==> src/logic/packet_pkg.sv <==
package packet_pkg;

    // ====================
    // Beat geometry
    // ====================
    localparam int NARROW_BYTES = 8;
    localparam int WIDE_BYTES = 64;
    localparam int META_WID = 32;
    localparam int BEATS_PER_WIDE = WIDE_BYTES / NARROW_BYTES;

    // Derived widths
    localparam int NARROW_DATA_WID = NARROW_BYTES * 8;
    localparam int WIDE_DATA_WID = WIDE_BYTES * 8;
    localparam int NARROW_MTY_WID = $clog2(NARROW_BYTES);
    localparam int WIDE_MTY_WID = $clog2(WIDE_BYTES);
    localparam int SLOT_WID = $clog2(BEATS_PER_WIDE);

    // ====================
    // Beat types
    // ====================

    // Byte 0 sits in the low bits and goes out first
    typedef struct packed {
        logic [NARROW_DATA_WID-1:0] data;
        logic                       eop;
        logic [NARROW_MTY_WID-1:0]  mty;
        logic                       err;
        logic [META_WID-1:0]        meta;
    } narrow_beat_t;

    typedef struct packed {
        logic [WIDE_DATA_WID-1:0] data;
        logic                     eop;
        logic [WIDE_MTY_WID-1:0]  mty;
        logic                     err;
        logic [META_WID-1:0]      meta;
    } wide_beat_t;

    // FIFO read side
    typedef enum logic {
        RD_IDLE,
        RD_SEND
    } fifo_rd_state_t;

endpackage

==> src/logic/packet_gather.sv <==
`timescale 1ns/1ps

module packet_gather
    import packet_pkg::*;
(
    input  logic         clk,
    input  logic         reset,
    input  narrow_beat_t in_beat,
    input  logic         in_valid,
    output logic         in_ready,
    output wide_beat_t   out_beat,
    output logic         out_valid,
    input  logic         out_ready
);

    // Slot of the next narrow beat inside the wide beat
    logic [SLOT_WID-1:0] beat_idx;
    logic                in_xfer;
    logic                closing;
    wide_beat_t          wide_q;

    assign in_ready = !out_valid;
    assign in_xfer = in_valid && in_ready;

    // Wide beat ends on a full set of slots or at end of packet
    assign closing = in_beat.eop || (beat_idx == SLOT_WID'(BEATS_PER_WIDE - 1));

    // ====================
    // Control
    // ====================
    always_ff @(posedge clk) begin
        if (reset) begin
            beat_idx <= '0;
            out_valid <= 1'b0;
        end else begin
            if (out_valid && out_ready) begin
                out_valid <= 1'b0;
            end
            if (in_xfer) begin
                if (closing) begin
                    beat_idx <= '0;
                    out_valid <= 1'b1;
                end else begin
                    beat_idx <= beat_idx + 1'b1;
                end
            end
        end
    end

    // ====================
    // Payload
    // ====================
    always_ff @(posedge clk) begin
        if (in_xfer) begin
            wide_q.data[beat_idx*NARROW_DATA_WID +: NARROW_DATA_WID] <= in_beat.data;
            if (closing) begin
                wide_q.eop <= in_beat.eop;
                // Unused slots count as empty: (7 - idx) * 8 + narrow mty
                wide_q.mty <= in_beat.eop ? {~beat_idx, in_beat.mty} : '0;
                wide_q.err <= in_beat.err;
                wide_q.meta <= in_beat.meta;
            end
        end
    end

    assign out_beat = wide_q;

endmodule

==> config.mk <==
export PLATFORM = sky130hd
export DESIGN_NAME = packet_gather
export DESIGN_NICKNAME = d
export VERILOG_FILES = /design/src/logic/packet_pkg.sv /design/src/logic/packet_gather.sv
export SDC_FILE = /design/constraint.sdc
export NUM_CORES = 1
export LEC_CHECK = 0
export ABC_AREA = 1
export BUFFER_PORTS_ARGS = -buffer_cell sky130_fd_sc_hd__buf_2
export CORE_AREA = 5 5 253 255
export CTS_CLUSTER_DIAMETER = 40
export DETAILED_ROUTE_END_ITERATION = 10
export DIE_AREA = 0 0 258 260
export HOLD_SLACK_MARGIN = 0.1
export MAX_ROUTING_LAYER = met4
export PLACE_DENSITY = 0.56
export SLEW_MARGIN = 20
export SYNTH_ARGS = -nofsm -noshare
export SYNTH_HDL_FRONTEND = slang
export SYNTH_SLANG_ARGS = --single-unit
==> constraint.sdc <==
create_clock -name clk -period 5 [get_ports clk]
set_input_delay 1 -clock clk [delete_from_list [all_inputs] [get_ports clk]]
set_output_delay 1 -clock clk [all_outputs]
set_load 0.05 [all_outputs]
Word-level counts from Yosys, hierarchy flattened
Index checks and enable logic that the tools add are counted.
{"block": "word_totals", "mem_count": 0, "mem_bits_rw": 0, "output_inout_bits": 554, "latch_bits": 0, "register_bits": 556, "inputBits": 105, "mem_bits_ro": 0, "wordCells": 23}
{"block": "classes", "order_cmp": 0, "mux": 5, "n_addsub": 2, "div": 0, "reduce_logical": 5, "shifts": 2, "n_bitwise": 1, "mul": 0, "eq_ne": 1}
{"cell": "$bwmux 512", "count": 1}
{"cell": "$shift 64x34->512 const A", "count": 1}
{"cell": "$shiftx 64x34->512", "count": 1}
{"cell": "$neg 9->34", "count": 1}
{"cell": "$add 3x1->3 const B", "count": 1}
{"cell": "$eq 3x3->1 const B", "count": 1}
{"cell": "$mux 1", "count": 3}
{"cell": "$mux 3", "count": 1}
{"cell": "$not 3->3", "count": 1}
{"cell": "$logic_and 1x1->1", "count": 2}
{"cell": "$reduce_and 2->1", "count": 1}
{"cell": "$logic_not 1->1", "count": 1}
{"cell": "$logic_or 1x1->1", "count": 1}

Depth between registers and ports, before layout
{"block": "logic_depth", "word_depth": 4, "ltp_mapped": 10, "depth_no_buf": 8}

Worst setup path before layout
Ideal clock, no wire load.
{"block": "synth_path", "path_kind": "register -> register", "startpoint": "reg beat_idx[0] (netlist name)", "endpoint": "reg wide_q (netlist bit out_beat[100]) (enable)", "synth_period_minus_slack_ns": 4.837, "path_buffers": 2, "path_slack_ns": 0.163, "required_time_ns": 4.514, "t_arrival_ns": 4.351, "setup_time_ns": 0.486, "stages_incl_launch_ff": 11, "path_cell_list": "dfxtp_1 > inv_2 > ha_1 > ha_1 > clkbuf_1 > nor2_1 > nand2_1 > inv_1 > nand2_2 > buf_2 > nor2_1"}
{"item": "to (decl)", "line": "packet_gather.sv:20", "text": "wide_beat_t wide_q;"}

Final worst setup path
{"block": "layout_path", "startpoint": "reg beat_idx[1]", "endpoint": "reg wide_q (netlist bit out_beat[438]) (data pin)"}
{"block": "layout_between", "elab_chain_cells": 3, "word_cells_on_any_way": 4, "classes_between": "1 x add/sub; 2 x shift; 1 x mux"}
{"item": "from (decl)", "line": "packet_gather.sv:17", "text": "logic [SLOT_WID-1:0] beat_idx;"}
{"item": "from (signal assigned)", "line": "packet_gather.sv:44", "text": "beat_idx <= beat_idx + 1'b1;"}
{"item": "$neg 9->34 (*)", "line": "packet_gather.sv:55", "text": "wide_q.data[beat_idx*NARROW_DATA_WID +: NARROW_DATA_WID] <= in_beat.data;"}
{"item": "$shiftx 64x34->512 / $shift 64x34->512 (equally long branches)", "line": "packet_gather.sv:55"}
{"item": "$bwmux 512 (*)", "line": "packet_gather.sv:55"}
Mark *: on every way between the ends. The rest lies on a longest branch, timed or not.
A chain may end at the register's enable or synchronous reset.

==> impl_metrics.py <==
metrics = {
    "global_route": {
        "overflow": 0,
        "grt_pass1_wl_um": 118000,
        "grt_usage": 0.259,
        "grt_pass1_vias": 15000,
        "antenna_found_initial": 9,
        "grt_max_degree": 90,
    },
    "clock_network": {
        "postCtsSetupBuffers": 0,
        "cts_buffers": 91,
        "clock_sinks": 556,
        "cts_tree": "yes",
        "cts-root-buf": "clkbuf_16",
        "clk_pin_slew_worst_paths_ns": 0.06,
        "clockBufferDepth": 3,
        "cts_resized": 0,
        "clock_latency_ns": 0.64,
        "hold_buffers": 0,
        "htree_num_levels": 3,
    },
    "drt": {
        "via_count": 15600,
        "drt-initial-drc-count": 1549,
        "ant_nets": 0,
        "drc": 0,
        "vias_per_cell": 5.04,
        "wl_um": 88500,
        "wl_per_cell_um": 28.5,
        "drtPass1Iterations": 6,
    },
    "finish": {
        "drive_above_1_share": 0.372,
        "layout.nets": 2342,
        "final_area_um2": 28100,
        "syn2layout_area_growth_pct": 35.4,
        "fin_util": 0.458,
    },
    "synthesis": {
        "synth_area_per_cell_um2": 13.3,
        "syn_area_um2": 20700,
        "ys_seq_area_frac": 0.803,
        "synthXorXnorAreaFrac": 0,
        "syn_nets": 1664,
        "synth_seq_cells": 556,
        "syn_inst": 1554,
        "synth_compound_area_frac": 0.00121,
        "muxShareOfSynthArea": 0,
        "yosysUniqueCellTypes": 18,
        "synthSimpleGateAreaFrac": 0.161,
        "synth_top_family_by_area": "simple AND/OR/NAND/NOR gates",
        "yosysWarningCount": 0,
        "synthAdderAreaFrac": 0.00302,
    },
    "setup_path": {
        "crit_path_end_kind": "register",
        "setup.worst_path.start_class": "register",
        "ff2ff_path_depth": 9,
        "r2r_end": "out_beat[438]",
        "required_ns": 5.36,
        "reg2reg_from": "beat_idx[1]",
        "critPathKind": "register to register",
        "r2r_setup_slack_ns": 1.80,
        "worst-path-max-fanout": 66,
        "crit_arrival_ns": 3.56,
    },
    "min_path": {
        "min_delay_worst_endpoint": "beat_idx[1]",
        "hold_start": "beat_idx[1]",
        "worstHoldPathCells": 2,
        "hold_class": "register to register",
    },
    "floorplan": {
        "die_x_um": 258,
        "dieArea_um2": 67100,
        "start_util": 0.338,
        "die-height_um": 260,
        "pin_count": 659,
        "rows": 91,
        "core_area_um2": 61400,
    },
    "placed_design": {
        "gp_congestion": 0.868,
        "hpwlAfterDp_um": 60700,
        "port_buffers": 658,
        "dpl-instance-area_um2": 24900,
    },
    "power_and_ir_drop": {
        "clock_power_share": 0.513,
        "ir_drop_uv": 360,
        "switching_share": 0.255,
        "p_sw_mw": 3.18,
        "p_int_mw": 9.29,
        "pwr-share-seq": 0.417,
        "combPwrFrac": 0.070,
        "p_leak_nw": 12.4,
        "powerDensity_nw_per_um2": 444,
    },
    "run": {
        "drv_cap": 0,
    },
    "sta": {
        "setup_tns_ns": 0,
        "period_needed_ns": 3.20,
        "finalHoldViolCount": 0,
        "period_share": 0.641,
        "finClkSkew_ns": 0.0299,
        "slew_violations": 0,
        "max_freq_ghz": 0.312,
        "tightest_slew_ns": 1.14,
        "relSlewSlack": 0.240,
        "final-setup-viol-count": 0,
        "rsz0062_at_grt": "no",
    },
    "run_status": {
        "status": "complete, no violations",
    },
}
## synthesized netlist by cell type
master    instances  area [µm²]
buf_1             6        22.5
dfxtp_1           4        80.1
edfxtp_1        552       16600
nand3_1         137         686
inv_2             3        11.3
nor2_1          528        1980
nand2_2           1        6.26
nand2_1         168         631
clkbuf_1         21        78.8
a21oi_1           4        20.0
nor3_1            1        5.00
o21ai_0           1        5.00
inv_1            49         184
nand3_4           1        17.5
buf_2            69         345
buf_4             3        22.5
ha_1              5        62.6
or2_2             1        6.26
## power by group through the flow
stage / Combinational [mW] / Sequential, mW / Clock, mW
6_report: 0.876 / 5.19 / 6.40
5_1_grt: 0.921 / 5.20 / 6.71
2_1_floorplan: 0.254 / 5.52 / 0
3_3_place_gp: 0.876 / 5.29 / 0
4_1_cts: 0.884 / 5.19 / 6.50
3_5_place_dp: 0.882 / 5.29 / 0
## logic make-up after synthesis
family / count (synthesis)
AOI/OAI and AO/OA: 5
adders and majority gates: 5
buffers and inverters: 151
DFF: 556
and+or+nand+nor: 837
## state kept, by name, indices dropped and copies added (netlist names)
signal	cells
beat_idx	3
out_beat	552
out_valid	1
## worst max-delay path: stages (launching register included)
cell and delay (ns):
dfxtp_1 0.38, inv_1 0.13, ha_4 0.18, ha_2 0.37, buf_4 0.59, inv_2 0.07, buf_4 0.36, nand2_2 0.27
buf_4 0.41, nor2_1 0.09
## layout by cell type (no fill, tap or decap), drive strengths merged
cell,count
nor3,1
a21oi,4
inv,66
nor2,528
clkbuf,96
clkinvlp,9
o21ai,1
diode,4
bufinv,11
nand3,138
dfxtp,4
nand2,169
edfxtp,552
ha,5
clkinv,40
buf,684
or2,1
## worst max path at each step
stage                      startpoint             to  slack [ns]
after CTS                 beat_idx[1]  out_beat[465]        1.81
after floorplan           beat_idx[0]  out_beat[100]        0.16
final                     beat_idx[1]  out_beat[438]        1.80
after global routing      beat_idx[1]  out_beat[438]        1.60
after detailed placement     in_valid  out_beat[361]        1.69
after global placement       in_valid  out_beat[383]        1.74
## routing by layer
layer / GRT usage / up-vias / share of wire
met5: - / - / 0
met4: 0.119 / 0 / 0.048
met3: 0.0882 / 183 / 0.11
met2: 0.409 / 1011 / 0.48
met1: 0.302 / 7749 / 0.36
li1: - / 6706 / -
## layout make-up
type                       instances  area [µm²]
fill                            5676       33300
clock inverter                    74         855
tap                              790         988
multi-input combinational        847        3530
timing repair buffer             684        3550
inverter                          52         196
antenna                            4        10.0
sequential                       556       16700
clock buffer                      96        2300
## through the flow
| step | hold slack (ns) | power [mW] | setup slack, ns | cells |
|---|---|---|---|---|
| 6_report | 0.519 | 12.5 | 1.80 | 3103 |
| 5_1_grt | 0.509 | 12.8 | 1.60 | 3102 |
| 4_1_cts | 0.494 | 12.6 | 1.81 | 3099 |
| 3_5_place_dp | 0.511 | 6.17 | 1.69 | 2929 |
| 3_3_place_gp | 0.488 | 6.16 | 1.74 | 2929 |
| 2_1_floorplan | 0.469 | 5.78 | 0.163 | 1554 |
Power figures use the tool's default switching activity.
