**src/logic/packet_pkg.sv**
```systemverilog
package packet_pkg;

    // ====================
    // Beat geometry
    // ====================
    localparam int NARROW_BYTES = 8;
    localparam int WIDE_BYTES = 64;
    localparam int META_WID = 32;
    localparam int BEATS_PER_WIDE = WIDE_BYTES / NARROW_BYTES;

    // Derived widths
    localparam int NARROW_DATA_WID = NARROW_BYTES * 8;
    localparam int WIDE_DATA_WID = WIDE_BYTES * 8;
    localparam int NARROW_MTY_WID = $clog2(NARROW_BYTES);
    localparam int WIDE_MTY_WID = $clog2(WIDE_BYTES);
    localparam int SLOT_WID = $clog2(BEATS_PER_WIDE);

    // ====================
    // Beat types
    // ====================

    // Byte 0 sits in the low bits and goes out first
    typedef struct packed {
        logic [NARROW_DATA_WID-1:0] data;
        logic                       eop;
        logic [NARROW_MTY_WID-1:0]  mty;
        logic                       err;
        logic [META_WID-1:0]        meta;
    } narrow_beat_t;

    typedef struct packed {
        logic [WIDE_DATA_WID-1:0] data;
        logic                     eop;
        logic [WIDE_MTY_WID-1:0]  mty;
        logic                     err;
        logic [META_WID-1:0]      meta;
    } wide_beat_t;

    // FIFO read side
    typedef enum logic {
        RD_IDLE,
        RD_SEND
    } fifo_rd_state_t;

endpackage

```
**src/logic/packet_fifo_ctrl.sv**
```systemverilog
`timescale 1ns/1ps

module packet_fifo_ctrl
    import packet_pkg::*;
#(
    parameter int DEPTH = 16
) (
    input  logic                     clk,
    input  logic                     reset,
    input  logic                     wr_valid,
    output logic                     wr_ready,
    input  logic                     wr_eop,
    output logic                     rd_valid,
    input  logic                     rd_ready,
    input  logic                     rd_eop,
    output logic                     wr_en,
    output logic [$clog2(DEPTH)-1:0] wr_addr,
    output logic [$clog2(DEPTH)-1:0] rd_addr
);

    localparam int ADDR_WID = $clog2(DEPTH);

    logic [ADDR_WID-1:0] wr_ptr;
    logic [ADDR_WID-1:0] rd_ptr;
    logic [ADDR_WID:0]   count;
    logic [ADDR_WID:0]   pkt_count;
    logic                full;
    logic                empty;
    logic                rd_xfer;
    fifo_rd_state_t      rd_state;

    assign full = (count == (ADDR_WID+1)'(DEPTH));
    assign empty = (count == '0);

    assign wr_ready = !full;
    assign wr_en = wr_valid && wr_ready;
    assign wr_addr = wr_ptr;
    assign rd_addr = rd_ptr;

    // Only start on a complete stored packet
    assign rd_valid = (rd_state == RD_SEND) || (pkt_count != '0);
    assign rd_xfer = rd_valid && rd_ready;

    // ====================
    // Pointers and counts
    // ====================
    always_ff @(posedge clk) begin
        if (reset) begin
            wr_ptr <= '0;
            rd_ptr <= '0;
            count <= '0;
            pkt_count <= '0;
        end else begin
            if (wr_en) begin
                wr_ptr <= (wr_ptr == ADDR_WID'(DEPTH - 1)) ? '0 : wr_ptr + 1'b1;
            end
            if (rd_xfer) begin
                rd_ptr <= (rd_ptr == ADDR_WID'(DEPTH - 1)) ? '0 : rd_ptr + 1'b1;
            end

            case ({wr_en, rd_xfer})
                2'b10: count <= count + 1'b1;
                2'b01: count <= count - 1'b1;
                default: ;
            endcase

            case ({wr_en && wr_eop, rd_xfer && rd_eop})
                2'b10: pkt_count <= pkt_count + 1'b1;
                2'b01: pkt_count <= pkt_count - 1'b1;
                default: ;
            endcase
        end
    end

    // ====================
    // Read FSM
    // ====================
    always_ff @(posedge clk) begin
        if (reset) begin
            rd_state <= RD_IDLE;
        end else begin
            case (rd_state)
                RD_IDLE: begin
                    if (rd_xfer && !rd_eop) begin
                        rd_state <= RD_SEND;
                    end
                end
                RD_SEND: begin
                    if (rd_xfer && rd_eop) begin
                        rd_state <= RD_IDLE;
                    end
                end
                default: rd_state <= RD_IDLE;
            endcase
        end
    end

    // Occupancy stays within bounds on both sides
    assert property (@(posedge clk) disable iff (reset) count <= (ADDR_WID+1)'(DEPTH));
    assert property (@(posedge clk) disable iff (reset) rd_xfer |-> !empty);

    // Packet larger than the FIFO can never be released
    assert property (@(posedge clk) disable iff (reset)
        full |-> pkt_count != '0 || rd_state == RD_SEND);

endmodule

```
**config.mk**
```make
export PLATFORM = sky130hd
export DESIGN_NAME = packet_fifo_ctrl
export DESIGN_NICKNAME = d
export VERILOG_FILES = /design/src/logic/packet_pkg.sv /design/src/logic/packet_fifo_ctrl.sv
export SDC_FILE = /design/constraint.sdc
export NUM_CORES = 1
export LEC_CHECK = 0
export ABC_AREA = 1
export BUFFER_PORTS_ARGS = -buffer_cell sky130_fd_sc_hd__buf_2
export CAP_MARGIN = 20
export CORE_ASPECT_RATIO = 1.1
export CORE_MARGIN = 2
export CORE_UTILIZATION = 35
export CTS_CLUSTER_DIAMETER = 100
export CTS_CLUSTER_SIZE = 8
export DETAILED_ROUTE_END_ITERATION = 10
export PLACE_DENSITY = 0.6
export RECOVER_POWER = 100
export SLEW_MARGIN = 20
export SYNTH_ARGS = -nofsm -noshare
export SYNTH_HDL_FRONTEND = slang
export SYNTH_SLANG_ARGS = --single-unit
export TNS_END_PERCENT = 50
```
**constraint.sdc**
```tcl
create_clock -name clk -period 4.2 [get_ports clk]
set_input_delay 0.84 -clock clk [delete_from_list [all_inputs] [get_ports clk]]
set_output_delay 0.84 -clock clk [all_outputs]
set_load 0.05 [all_outputs]
```
Word-level counts from Yosys, hierarchy flattened
Cells that the tools add are included.
{ "totals": {"regBits": 19, "out_inout_bits": 11, "elab_cells": 37} }
{ "op_classes": {"addsub": 6, "n_eq_ne": 7, "mux": 7, "bitwise": 1, "reduce_logical": 11} }
{ "op_table": {"columns": ["cell", "n"], "rows": [
  ["$pmux 5 s2", 2],
  ["$add 5x1->5 const B", 2],
  ["$sub 5x1->5 const B", 2],
  ["$add 4x1->4 const B", 2],
  ["$eq 4x4->1 const B", 2],
  ["$mux 4", 2],
  ["$eq 5x5->1 const B", 1],
  ["$logic_and 1x1->1", 5],
  ["$reduce_bool 5->1", 1],
  ["$eq 2x1->1 const B", 2],
  ["$eq 2x2->1 const B", 2],
  ["$reduce_bool 2->1", 2],
  ["$logic_not 1->1", 2],
  ["$mux 1", 2],
  ["$pmux 1 s2", 1],
  ["$logic_or 1x1->1", 1],
  ["$not 1->1", 1]
]} }

Longest topological paths before layout
{ "logic_depth": {"ltp_word": 6, "depth_mapped": 14, "ltp_nobuf": 14} }

Worst setup path after synthesis
Ideal clock, no wire load.
{ "synth_timing": {"kind": "in2reg", "startpoint": "input port wr_valid", "endpoint": "register pkt_count[3]", "setup_time_ns": 0.109, "t_arrival_ns": 2.235, "setup_slack_ns": 1.856, "stages": 10, "path_cell_list": "nand2_4 inv_2 nand2_1 ha_1 ha_1 or2_1 nand3b_1 nand3_1 nand2_1 inv_1"} }
{ "synth_between": {"elab_chain_cells": 4} }
{ "synth_lines": {"columns": ["element", "line_no", "source"], "rows": [
  ["start, declared", "packet_fifo_ctrl.sv:10", "input logic wr_valid,"],
  ["$logic_and 1x1->1 (*)", "packet_fifo_ctrl.sv:36", "assign wr_en = wr_valid && wr_ready;"],
  ["net wr_en", "packet_fifo_ctrl.sv:16", "output logic wr_en,"],
  ["$logic_and 1x1->1 (*)", "packet_fifo_ctrl.sv:67", "case ({wr_en && wr_eop, rd_xfer && rd_eop})"],
  ["$eq 2x1->1 / $eq 2x2->1 (equally long branches)", "packet_fifo_ctrl.sv:67", null],
  ["$pmux 5 s2 / $reduce_bool 2->1 (equally long branches)", null, null],
  ["end signal, assigned", "packet_fifo_ctrl.sv:68", "2'b10: pkt_count <= pkt_count + 1'b1;"],
  ["end signal, assigned", "packet_fifo_ctrl.sv:69", "2'b01: pkt_count <= pkt_count - 1'b1;"],
  ["end, declared", "packet_fifo_ctrl.sv:26", "logic [ADDR_WID:0] pkt_count;"]
]} }
The timed path passes the listed nets; every way through them passes the cells marked *.
A chain may end at the register's enable or synchronous reset.

Worst setup path after layout
{ "layout_timing": {"startpoint": "input port wr_valid", "endpoint": "output port wr_en"} }
{ "layout_between": {"elab_chain_cells": 1} }
{ "layout_lines": {"columns": ["element", "line_no"], "rows": [
  ["$logic_and 1x1->1", "packet_fifo_ctrl.sv:36"],
  ["end, declared", "packet_fifo_ctrl.sv:16"]
]} }
No other way between the ends.

==> results by group <==
STA
  • Fin crit period: 2.44 ns
  • Setup TNS Final: 0 ns
  • Relative slew slack: 0.581
  • Slew of the pin with the lowest slew margin: 0.628 ns
  • Post-Route Skew: 0.00185 ns
  • Period utilisation layout: 0.582
  • Fin. max-slew vios: 0
  • Final setup vio count: 0
  • Fmax achieved: 409 MHz
  • RSZ-0062 raised after global routing: no
  • Fin. Hold Viols: 0

Global routing
  • Initial antenna violation count: 0
  • Grt ovf: 0
  • Number of global-route vias before repair: 939
  • Total GRT Usage: 0.133
  • Largest net degree at the start of global routing: 12
  • Global-route wire length before repair: 4050 um

Cells and area
  • Multi-input gate area: 727 um2
  • Share of layout cells above drive strength 1: 0.0928
  • Non-Filler Instances: 242
  • # diodes: 0
  • Fill cells: 389
  • P&R area growth vs syn: 10.0%
  • Layout net count: 213
  • Reg area: 380 um2

Critical path
  • RR Endpoint: count[4]$_SDFFE_PP0P_
  • CP Capture Type: primary output
  • Worst r2r src: pkt_count[0]$_SDFFE_PP0P_
  • Worst reg-to-reg path cell count: 12
  • Setup Crit Path Kind: in -> out
  • Crit path capture: wr_en
  • CP max FO: 7
  • Launch point of the worst path: wr_valid
  • Startpoint types: input pin
  • Required time of the critical path: 3.36 ns
  • R2r setup slk: 1.91 ns
  • Crit path arrival time: 1.60 ns

Synth
  • Synth Area in Adders: 0.134
  • Synth cell count leaders: nand2_1, inv_1, nor2_1
  • Top_reg_cell synth: dfxtp_1
  • Number of synthesized flops with an enable pin: 0
  • Syn Area/Cell: 7.06 um2
  • Post-synth top area share: 0.308
  • Synth Net Count: 193
  • Sequential area share after synthesis: 0.308
  • Syn Std Cell Area: 1240 um2
  • Yosys warns: 0
  • Post-synthesis mux area share: 0
  • Ys async rst share: 0
  • Synth Area in Simple Gates: 0.349
  • Synth top area cells: dfxtp_1, nand2_1, ha_1, inv_1, nor2_1
  • Most common cell in the netlist: nand2_1
  • Leading area contributor after synthesis: dfxtp_1
  • Synth Instances: 175
  • Synth Area in Compound Gates: 0.0951
  • Largest family of logic cells by synthesized area: simple AND/OR/NAND/NOR gates
  • XOR/XNOR Fraction of Synth Area: 0.0283
  • Synth cell types: 23
  • Seq cells post-synth: 19

Placement
  • Placed cell count: 238
  • RD Place Congestion: 0.762
  • # port buffers: 16
  • Detailed placement HPWL: 1830 um

Clock network
  • Clock Path Buffers: 2
  • Post-CTS sizing: 0
  • CTS Buf Count: 3
  • Clk sinks: 19
  • Clk root buf: clkbuf_4
  • Latest clock arrival within the worst-skew pair: 0.29 ns
  • CTS clock-pin slew for the worst setup and hold paths: 0.10 ns
  • CTS tree: built
  • CTS H-tree lvls: 1
  • Post-CTS Hold Fix Bufs: 0
  • Post-CTS setup buffers: 0

Detailed routing
  • Antenna violation net count after detailed routing: 0
  • DRT iter0 DRCs: 49
  • DRC violations left: 0
  • Routed WL: 2320 um
  • WL per Instance: 9.59 um
  • TritonRoute pass-1 iters: 4
  • Routed vias: 1074
  • Routed vias/inst: 4.44

Floorplan
  • FP Rows: 22
  • Placeable Area: 3360 um2
  • Die area: 4020 um2
  • Die width: 60.7 um
  • Die Ht: 66.3 um
  • Initial Util: 0.368
  • Io pins: 17

Job
  • Max Cap Viol: 0

Power
  • Pwr dens: 599 nW/um2
  • Leak Pwr: 0.000687 uW
  • Worst VDD drop: 0.202 mV

Hold path
  • Hold Crit Class: reg -> reg
  • Hold Crit Depth: 1

Status
  • Status: complete, no violations
[metal layers]
| metal | vias up | GRT usage | wire length [um] |
|---|---|---|---|
| met5 | - | 0 | 0 |
| met4 | 0 | 0.0652 | 27 |
| met3 | 2 | 0.0313 | 81 |
| met2 | 15 | 0.202 | 1030 |
| met1 | 466 | 0.175 | 1180 |
| li1 | 591 | - | - |
[area by class of cell]
class / instances / area share
timing repair buffer: 16 / 0.0478
inverter: 27 / 0.0745
clock buffer: 4 / 0.0193
tap: 48 / 0.0442
sequential: 19 / 0.280
multi-input combinational: 128 / 0.535
[power by group]
group          switching, uW  leakage, uW  internal (uW)  total (uW)
logic                    290     0.000516            146         436
clock network           53.1    0.0000150           36.9        90.0
registers               57.6     0.000157            231         289
total                    401     0.000687            414         815
[critical path: stages]
cell and delay, ns:
buf_2 0.12, nand2_4 0.09, inv_2 0.08, clkbuf_1 0.47
[cell usage in the layout (no fill, tap or decap), types with 2 or more instances in the layout]
cell type  netlist  routed
clkinv_1         2       2
xor2_1           3       3
nand3b_1         2       2
nor2_2           6       5
clkbuf_4         0       3
buf_2            1       4
fa_1             2       2
dfxtp_1         19      19
nand2_1         37      38
ha_1            10      10
o21ai_0          8      12
a21oi_1          8       8
a21oi_2          2       2
nand3_1         15      16
nor2_1          22      23
inv_1           23      24
clkbuf_1         0      13
[sequential cells by signal, summed over array words and instances, names as in the netlist, named ones only]
signal / cells
count: 5
pkt_count: 5
rd_addr: 4
wr_addr: 4
[how the worst min path moves through the flow]
stage                                     start               endpoint  slack [ns]
final                     count[0]$_SDFFE_PP0P_  count[0]$_SDFFE_PP0P_        0.51
after global routing                       flop                   flop        0.53
after CTS                                  flop                   flop        0.52
after detailed placement                   flop                   flop        0.50
after global placement                     flop                   flop        0.49
after floorplan           count[0]$_SDFFE_PP0P_  count[0]$_SDFFE_PP0P_        0.47
[logic make-up after synthesis]
group | Yosys count
XOR/XNOR | 4
flip-flops | 19
AND/OR/NAND/NOR | 90
buffers and inverters | 28
AO/OA/AOI/OAI | 22
adder cells (fa/ha/maj) | 12
[through the flow]
step	setup WS (ns)	hold slack, ns	utilization	cell area, um2	total power [uW]
floorplan	1.86	0.466	-	1240	667
global placement	1.76	0.487	0.408	1370	759
detailed placement	1.77	0.496	0.408	1370	761
CTS	1.96	0.515	0.416	1400	854
global route	1.66	0.535	0.405	1360	894
finish	1.76	0.513	0.405	1360	815
Note: power is estimated with default switching activity, not from simulation.
