## src/logic/packet_pkg.sv

```systemverilog
package packet_pkg;

    // ====================
    // Beat geometry
    // ====================
    localparam int NARROW_BYTES = 8;
    localparam int WIDE_BYTES = 64;
    localparam int META_WID = 32;
    localparam int BEATS_PER_WIDE = WIDE_BYTES / NARROW_BYTES;

    // Derived widths
    localparam int NARROW_DATA_WID = NARROW_BYTES * 8;
    localparam int WIDE_DATA_WID = WIDE_BYTES * 8;
    localparam int NARROW_MTY_WID = $clog2(NARROW_BYTES);
    localparam int WIDE_MTY_WID = $clog2(WIDE_BYTES);
    localparam int SLOT_WID = $clog2(BEATS_PER_WIDE);

    // ====================
    // Beat types
    // ====================

    // Byte 0 sits in the low bits and goes out first
    typedef struct packed {
        logic [NARROW_DATA_WID-1:0] data;
        logic                       eop;
        logic [NARROW_MTY_WID-1:0]  mty;
        logic                       err;
        logic [META_WID-1:0]        meta;
    } narrow_beat_t;

    typedef struct packed {
        logic [WIDE_DATA_WID-1:0] data;
        logic                     eop;
        logic [WIDE_MTY_WID-1:0]  mty;
        logic                     err;
        logic [META_WID-1:0]      meta;
    } wide_beat_t;

    // FIFO read side
    typedef enum logic {
        RD_IDLE,
        RD_SEND
    } fifo_rd_state_t;

endpackage

```

## src/logic/packet_split.sv

```systemverilog
`timescale 1ns/1ps

module packet_split
    import packet_pkg::*;
(
    input  logic         clk,
    input  logic         reset,
    input  wide_beat_t   in_beat,
    input  logic         in_valid,
    output logic         in_ready,
    output narrow_beat_t out_beat,
    output logic         out_valid,
    input  logic         out_ready
);

    logic                busy;
    logic [SLOT_WID-1:0] slot;
    logic [SLOT_WID-1:0] last_slot;
    logic                at_last;
    logic                last_eop;
    wide_beat_t          wide_q;

    assign in_ready = !busy;
    assign out_valid = busy;

    // Beat count is 8 - mty/8, so the last slot is its complement
    assign last_slot = ~wide_q.mty[WIDE_MTY_WID-1 -: SLOT_WID];
    assign at_last = (slot == last_slot);
    assign last_eop = wide_q.eop && at_last;

    // ====================
    // Slot walk
    // ====================
    always_ff @(posedge clk) begin
        if (reset) begin
            busy <= 1'b0;
            slot <= '0;
        end else if (!busy) begin
            if (in_valid) begin
                busy <= 1'b1;
                slot <= '0;
            end
        end else if (out_ready) begin
            if (at_last) begin
                busy <= 1'b0;
            end else begin
                slot <= slot + 1'b1;
            end
        end
    end

    always_ff @(posedge clk) begin
        if (in_valid && in_ready) begin
            wide_q <= in_beat;
        end
    end

    // ====================
    // Narrow beat
    // ====================
    always_comb begin
        out_beat.data = wide_q.data[slot*NARROW_DATA_WID +: NARROW_DATA_WID];
        out_beat.eop = last_eop;
        out_beat.mty = last_eop ? wide_q.mty[NARROW_MTY_WID-1:0] : '0;
        out_beat.err = wide_q.err;
        out_beat.meta = wide_q.meta;
    end

    // Only the closing wide beat of a packet may be partly empty
    assert property (@(posedge clk) disable iff (reset)
        in_valid && in_ready && !in_beat.eop |-> in_beat.mty == '0);

endmodule

```

## config.mk

```make
export PLATFORM = sky130hd
export DESIGN_NAME = packet_split
export DESIGN_NICKNAME = d
export VERILOG_FILES = /design/src/logic/packet_pkg.sv /design/src/logic/packet_split.sv
export SDC_FILE = /design/constraint.sdc
export NUM_CORES = 1
export LEC_CHECK = 0
export BUFFER_PORTS_ARGS = -buffer_cell sky130_fd_sc_hd__buf_2
export CORE_AREA = 2 2 253 255
export CTS_BUF_LIST = sky130_fd_sc_hd__clkbuf_8
export CTS_CLUSTER_DIAMETER = 150
export DETAILED_ROUTE_END_ITERATION = 8
export DIE_AREA = 0 0 255 257
export PLACE_DENSITY = 0.64
export SLEW_MARGIN = 15
export SYNTH_ARGS = -nofsm -noshare
export SYNTH_HDL_FRONTEND = slang
export SYNTH_SLANG_ARGS = --single-unit
```

## constraint.sdc

```tcl
create_clock -name clk -period 26.9 [get_ports clk]
set_input_delay 4.035 -clock clk [delete_from_list [all_inputs] [get_ports clk]]
set_output_delay 4.035 -clock clk [all_outputs]
set_load 0.01 [all_outputs]
```

## Yosys cells after proc, flatten, opt, wreduce, memory -nomap -nowiden

Index checks and enable logic that the tools add are counted.

- Bits in registers: 556
- Output and inout bits: 103
- Memories: 0
- Input port bits: 556
- Latch bits: 0
- Bits in read-only memories: 0
- Bits in writable memories: 0

- Divide/modulo/power cells: 0
- Mux-type cells: 9
- Reductions and logical operators: 5
- Shift operators: 1
- Bitwise gates (word level): 1
- Add/sub/neg operators: 1
- Eq/ne operators: 3
- Multiply operators: 0
- Magnitude comparators: 0

Operators by type and width:

| kind | count |
|---|---|
| $shiftx A512 B10 Y64 | 1 |
| $mux W3 | 5 |
| $mux W1 | 4 |
| $ne A2 B2 Y1 const B | 2 |
| $add A3 B1 Y3 const B | 1 |
| $eq A3 B3 Y1 | 1 |
| $not A3 Y3 | 1 |
| $reduce_and A3 Y1 | 1 |
| $logic_and A1 B1 Y1 | 2 |
| $reduce_bool A2 Y1 | 1 |
| $logic_not A1 Y1 | 1 |

## Logic depth before layout (Yosys ltp)

Gate-level depths: netlist of run 1.

- Depth in word-level cells: 5
- Gate-level depth with buffers: 6
- Depth with buffers taken out: 4

## Worst setup path after synthesis of run 1

No wires, ideal clock.

- Kind: input -> register
- From: input in_valid
- To: register wide_q (netlist bit out_beat[0]) (enable)
- Required time: 25364 ps
- Setup time: 1536 ps
- Slack: -2393 ps
- Arrival: 27756 ps
- Stages on the path: 1
- Buffers on the path: 0
- Cells stage by stage: nor2b_1

- Word-level cells in the longest chain between the ends: 1

Ends and longest elaborated chain:

| item | RTL line | text |
|---|---|---|
| from (decl) | packet_split.sv:9 | `input logic in_valid,` |
| $logic_and A1 B1 Y1 | packet_split.sv:53 | `if (in_valid && in_ready) begin` |
| to (signal assigned) | packet_split.sv:54 | `wide_q <= in_beat;` |
| to (decl) | packet_split.sv:21 | `wide_beat_t wide_q;` |

No other way between the ends.
A chain may end at the register's enable or synchronous reset.

==> impl_metrics.toml, run 1 <==
[run_status]
status = "finished, final reports clean"

[grt]
grt_first_pass_wirelength_mm = 74.8
busiest_layer = "met2"
grt_use_met2_pct = 27.1
grt_pass1_vias = 12400
use_met3_pct = 6.69
antenna_found_initial = 31
grt_max_degree = 169
grt_overflow = 0
grt.met1_usage_pct = 16.6
groute.usage.overall_pct = 15.6

[timing]
whs_ns = 0.631
finalHoldViolCount = 0
setup_viol = 0
period_share_pct = 28.5
max_freq_mhz = 130
final.setup.tns_ns = 0
fin_crit_ns = 7.68
final-max-slew-violation-count = 0
rsz0062_at_grt = "no"
worstMarginPinSlew_ns = 1.16
skew_ns = 0.0473
max-slew-margin-rel_pct = 22.3

[floorplanning]
core_area_sq_um = 62700
die_area_sq_um = 65500
rows = 92
die_width_microns = 255
ioPinCount = 659
floorplan.initialDensity_pct = 33.4
fp.dieH_microns = 257

[detailed_routing]
routed_via_density = 4.51
antenna_left = 0
drt-total-wl_mm = 52.7
first_pass_iters = 5
wl_per_cell_microns = 21.3
drt_iter0_drc = 629
vias = 11200
remaining_drc_errors = 0

[job]
cap_violations = 0

[setup_path]
reg2reg_slack_ns = 23.62
critPathKind = "flip-flop to output port"
endpoint = "out_beat[78]"
cp-end-kind = "output port"
crit-reg2reg-capture = "wide_q[280]"
reg2regPathDepth = 4
cp.required_ns = 22.86
worstPathMaxFanout = 48
start_kind = "flip-flop"
r2r-start = "out_valid"
crit_path_start = "slot[0]"
cp_data_arrival_time_ns = 3.64

[pwr]
switchingPower_w = 0.000412
p_int_w = 0.00141
p_clk_share_pct = 36.5
irDropWorstVdd_mv = 0.0489
seqPwrFrac_pct = 56.5
p_sw_share_pct = 22.6
p_leak_nw = 9.86
pwr-share-comb_pct = 7.0
power_density_nw_per_um2 = 68.5

[finish]
area_delta_synth_final_pct = 27.2
fin_nets = 2098
final_area_sq_um = 26600
drive_gt1_share_pct = 60.5

[place]
place_hpwl_mm = 37.7
gp_congestion = 0.805
port_buffers = 658
postPlaceCellArea_sq_um = 24900

[min_path]
holdPathStages = 2
min-delay-start = "out_valid"
min_path_type = "flip-flop to flip-flop"

[synthesis]
synthTopCellsByArea = "edfxtp_1, mux4_2, mux2_2"
yosysMostFrequentCell = "edfxtp_1"
synth_edf_count = 552
syn-cell-area_sq_um = 20900
ys_warn_count = 0
synthesis.instances = 848
synth_cell_types = 29
yosys.area.top_type = "edfxtp_1"
synthesis.nets = 1405
synth_flop_cell = "edfxtp_1"
syn_area_per_cell_sq_um = 24.7
synth_top_area_share_pct = 79.2
netlist_top_cells_count = "edfxtp_1, mux4_2, mux2_2"
seq_area_frac_synth_pct = 79.6
async_flop_share_pct = 0
synth-seq-cells = 556

[clocking]
htreeDepth = 3
cts.sinks = 556
worst_skew_pair.late_latency_ns = 0.68
cts.path.max_buffers = 3
cts_resized = 0
cts_tree = "built"
cts_buffers = 94
root_buffer = "clkbuf_8"
postCtsHoldBufs = 0
cts_setup_buffers = 0
clk_pin_slew_ns = 0.05
==> worst min-delay path by stage <==
stage,to,slack (ns)
2_1_floorplan,slot[2],0.53
3_3_place_gp,slot[0],0.62
3_5_place_dp,slot[0],0.62
4_1_cts,slot[0],0.63
5_1_grt,slot[0],0.70
6_report,slot[0],0.63
==> logic make-up (layout without fill, tap and decap cells) <==
family	Yosys count	in the layout	synth area share (%)
muxes	192	192	17.2
xor gates and xnor gates	3	3	0.126
buffers and inverters	73	836	2.32
and+or+nand+nor	16	16	0.443
other	0	18	0
AOI/OAI and AO/OA	7	7	0.227
adders and majority gates	1	1	0.0598
DFF	556	556	79.6
==> power by group through the flow <==
stage          Sequential (W)  Combinational (W)  Clock [W]
6_report              0.00103           0.000128   0.000666
4_1_cts               0.00103           0.000130   0.000694
3_3_place_gp          0.00105           0.000127          0
5_1_grt               0.00103           0.000139   0.000734
2_1_floorplan         0.00106          0.0000691          0
3_5_place_dp          0.00105           0.000130          0
==> critical path: stages, from the launching register on <==
cell and delay [ns]:
dfxtp_4 0.97, buf_4 0.82, mux4_2 0.65, mux2_2 0.28
buf_2 0.14
==> state kept, by name (all words and copies together) (netlist names) <==
register,count
wide_q,519
out_beat,33
slot,3
out_valid,1
==> final cells by class <==
cell class | instances | area (sq um)
Antenna cell | 18 | 45.0
Clock buffer | 95 | 1310
Clock inverter | 71 | 339
Fill cell | 5626 | 36100
Inverter | 2 | 7.51
Multi-Input combinational cell | 219 | 3790
Sequential cell | 556 | 16700
Tap cell | 846 | 1060
Timing Repair Buffer | 668 | 3390
==> routing by layer <==
metal / up-vias / part of all wire (%)
met5: - / 0.27
met4: 22 / 2.6
met3: 112 / 10
met2: 513 / 52
met1: 5534 / 35
li1: 4988 / -
==> metrics by stage <==
step | instances | worst slack, ns | power, W | util [%]
finish | 2475 | 19.22 | 0.00182 | 42.4
CTS | 2457 | 18.99 | 0.00186 | 42.3
detailed placement | 2291 | 19.79 | 0.00118 | 39.7
global placement | 2291 | 19.81 | 0.00117 | 39.7
floorplan | 848 | 8.03 | 0.00113 | -
global route | 2474 | 18.84 | 0.00191 | 42.4
==> cells in the final DEF (no fill, tap or decap), types with 2 or more instances in the layout <==
master and n:
clkinv_8 3, clkbuf_8 95, edfxtp_1 552, diode_2 18, mux4_2 128, o21ai_0 3, nor2_1 3, buf_4 8
or3_1 2, buf_12 2, inv_1 36, clkinvlp_4 3, buf_2 658, and3_1 3, dfxtp_4 3, xnor2_1 3
clkinv_2 5, clkinv_1 23, mux2_2 64
Power figures use the tool's default switching activity.
==> run 2, diff against run 1 <==
- CORE_AREA: 2 2 253 255 -> 2 2 255 257
- DIE_AREA: 0 0 255 257 -> 0 0 257 259
- PLACE_DENSITY: 0.64 -> 0.61
- clock period: 26.9 -> 7.95 ns (I/O delays scaled with it)
==> run 2 against run 1 <==
  * Clock power grew to 3.4 times the previous value
  * Critical endpoint is now out_beat[44]
  * Critical path type unchanged
  * Wire length is 1.6% higher
  * Combinational power rose to 3.4 times the previous value
  * Sequential cell count stayed put
  * Sequential share of layout area fell by 0.10 points
  * Setup slack got worse by 16 ns
  * Power rose to 3.4 times the previous value
  * Final area rose by 0.16%
  * Count of clock-buffer cells in the layout up 1
  * Global-route usage about the same
  * Largest cell class unchanged
==> impl_metrics.toml, run 2 (synthesis results as in run 1) <==
[setup_path]
start_kind = "flip-flop"
critPathKind = "flip-flop to output port"
worstPathMaxFanout = 45
slowest_delay_ns = 0.78
crit_path_start = "slot[0]"
cp.required_ns = 6.76
cp_data_arrival_time_ns = 3.23
slowest_stage = "buf_4"
cpLargestDelayFamily = "buffers and inverters"
r2r-start = "out_valid"
path_cells = "buf_4 > mux4_2 > mux2_2 > buf_2"
cp-end-kind = "output port"
critPathBufInv = 2

[pwr]
irDropWorstVdd_mv = 0.163
p_sw_share_pct = 22.4
switchingPower_w = 0.00139
p_total_w = 0.00621
seqPwrFrac_pct = 56.0
power_density_nw_per_um2 = 233
p_int_w = 0.00482
pwr-share-comb_pct = 7.1
p_clk_share_pct = 36.9
p_leak_nw = 9.84

[min_path]
min_path_type = "flip-flop to flip-flop"
min-delay-start = "out_valid"

[detailed_routing]
wl_per_cell_microns = 21.6
first_pass_iters = 5
routed_via_density = 4.55
remaining_drc_errors = 0
vias = 11300
antenna_left = 0
drt_iter0_drc = 722
drt-total-wl_mm = 53.5

[floorplanning]
rows = 93
floorplan.initialDensity_pct = 32.8
fp.dieH_microns = 259
ioPinCount = 659
die_width_microns = 257
core_area_sq_um = 63900
die_area_sq_um = 66600

[clocking]
postCtsHoldBufs = 0
root_buffer = "clkbuf_8"
cts_resized = 0
cts_setup_buffers = 0
cts.path.max_buffers = 3
cts_tree = "built"
cts.sinks = 556
htreeDepth = 3
cts_buffers = 95
worst_skew_pair.late_latency_ns = 0.66
clk_pin_slew_ns = 0.06

[finish]
mostFrequentLayoutCell = "buf_2"
area_delta_synth_final_pct = 27.4
top_register = "wide_q"
layout_common_cells = "buf_2, edfxtp_1, mux4_2"
largest_register_ffs = 519
drive_gt1_share_pct = 60.7
fin_nets = 2101

[timing]
fin_crit_ns = 4.43
max_freq_mhz = 226
period_share_pct = 55.7
rsz0062_at_grt = "no"
skew_ns = 0.0359
finalHoldViolCount = 0
final.setup.tns_ns = 0
whs_ns = 0.641
final-max-slew-violation-count = 0
setup_viol = 0
max-slew-margin-rel_pct = 26.2
worstMarginPinSlew_ns = 1.11
setup_slack_ns = 3.52

[place]
gp_congestion = 0.834
place_ws_ns = 4.10
place_hpwl_mm = 38.2
port_buffers = 658

[grt]
grt_first_pass_wirelength_mm = 77.1
antenna_found_initial = 23
groute.usage.overall_pct = 15.7
grt_max_degree = 173
grt_pass1_vias = 12400
grt_overflow = 0

[run_status]
status = "finished, final reports clean"

[job]
cap_violations = 0
run 2: changes by cell type in the layout (fill, tap and decap cells not counted), sizes merged:
cell and change:
buf +2, clkbuf +1, clkinvlp +1, bufinv +1, inv -11, diode -8
clkinv +8
run 2: worst paths after layout:
check | to | slack, ns | cells past startpoint
max reg2reg | wide_q[380] | 5.33 | 2
min | slot[0] | 0.64 | 2
max | out_beat[44] | 3.52 | 4
min reg2reg | slot[0] | 0.64 | 2
run 2: cell type report:
class | instances | area (sq um)
clock inverter | 70 | 350
fill | 5740 | 37200
multi-input combinational | 219 | 3790
timing repair buffer | 670 | 3420
sequential | 556 | 16700
antenna | 10 | 25.0
inverter | 2 | 7.51
clock buffer | 96 | 1320
tap | 855 | 1070
run 2: power by group through the flow:
stage               clock network (W)  logic [W]  registers, W
finish                        0.00229   0.000439       0.00348
global route                  0.00251   0.000477       0.00349
CTS                           0.00239   0.000449       0.00348
detailed placement                  0   0.000448       0.00354
global placement                    0   0.000438       0.00353
floorplan                           0   0.000234       0.00356
run 2: metal layers:
layer / share of wire (%) / track usage (%) / vias up / wire length [microns]
li1: - / - / 4983 / -
met1: 37 / 17.7 / 5652 / 19600
met2: 52 / 27.3 / 505 / 27900
met3: 8.8 / 6.24 / 108 / 4730
met4: 2.1 / 5.05 / 26 / 1120
met5: 0.30 / 0 / - / 161
run 2: stage by stage:
| stage | utilization, % | instance area (sq um) | std cells |
|---|---|---|---|
| final | 41.7 | 26700 | 2478 |
| after global routing | 41.7 | 26600 | 2475 |
| after CTS | 41.7 | 26600 | 2468 |
| after detailed placement | 39.1 | 25000 | 2302 |
| after global placement | 39.1 | 25000 | 2302 |
| after floorplan | - | 20900 | 848 |
run 2: worst register-to-register path, stage by stage, from the launching register on:
cell and delay (ns):
dfxtp_1 0.40, nor2b_4 0.89, buf_12 0.59
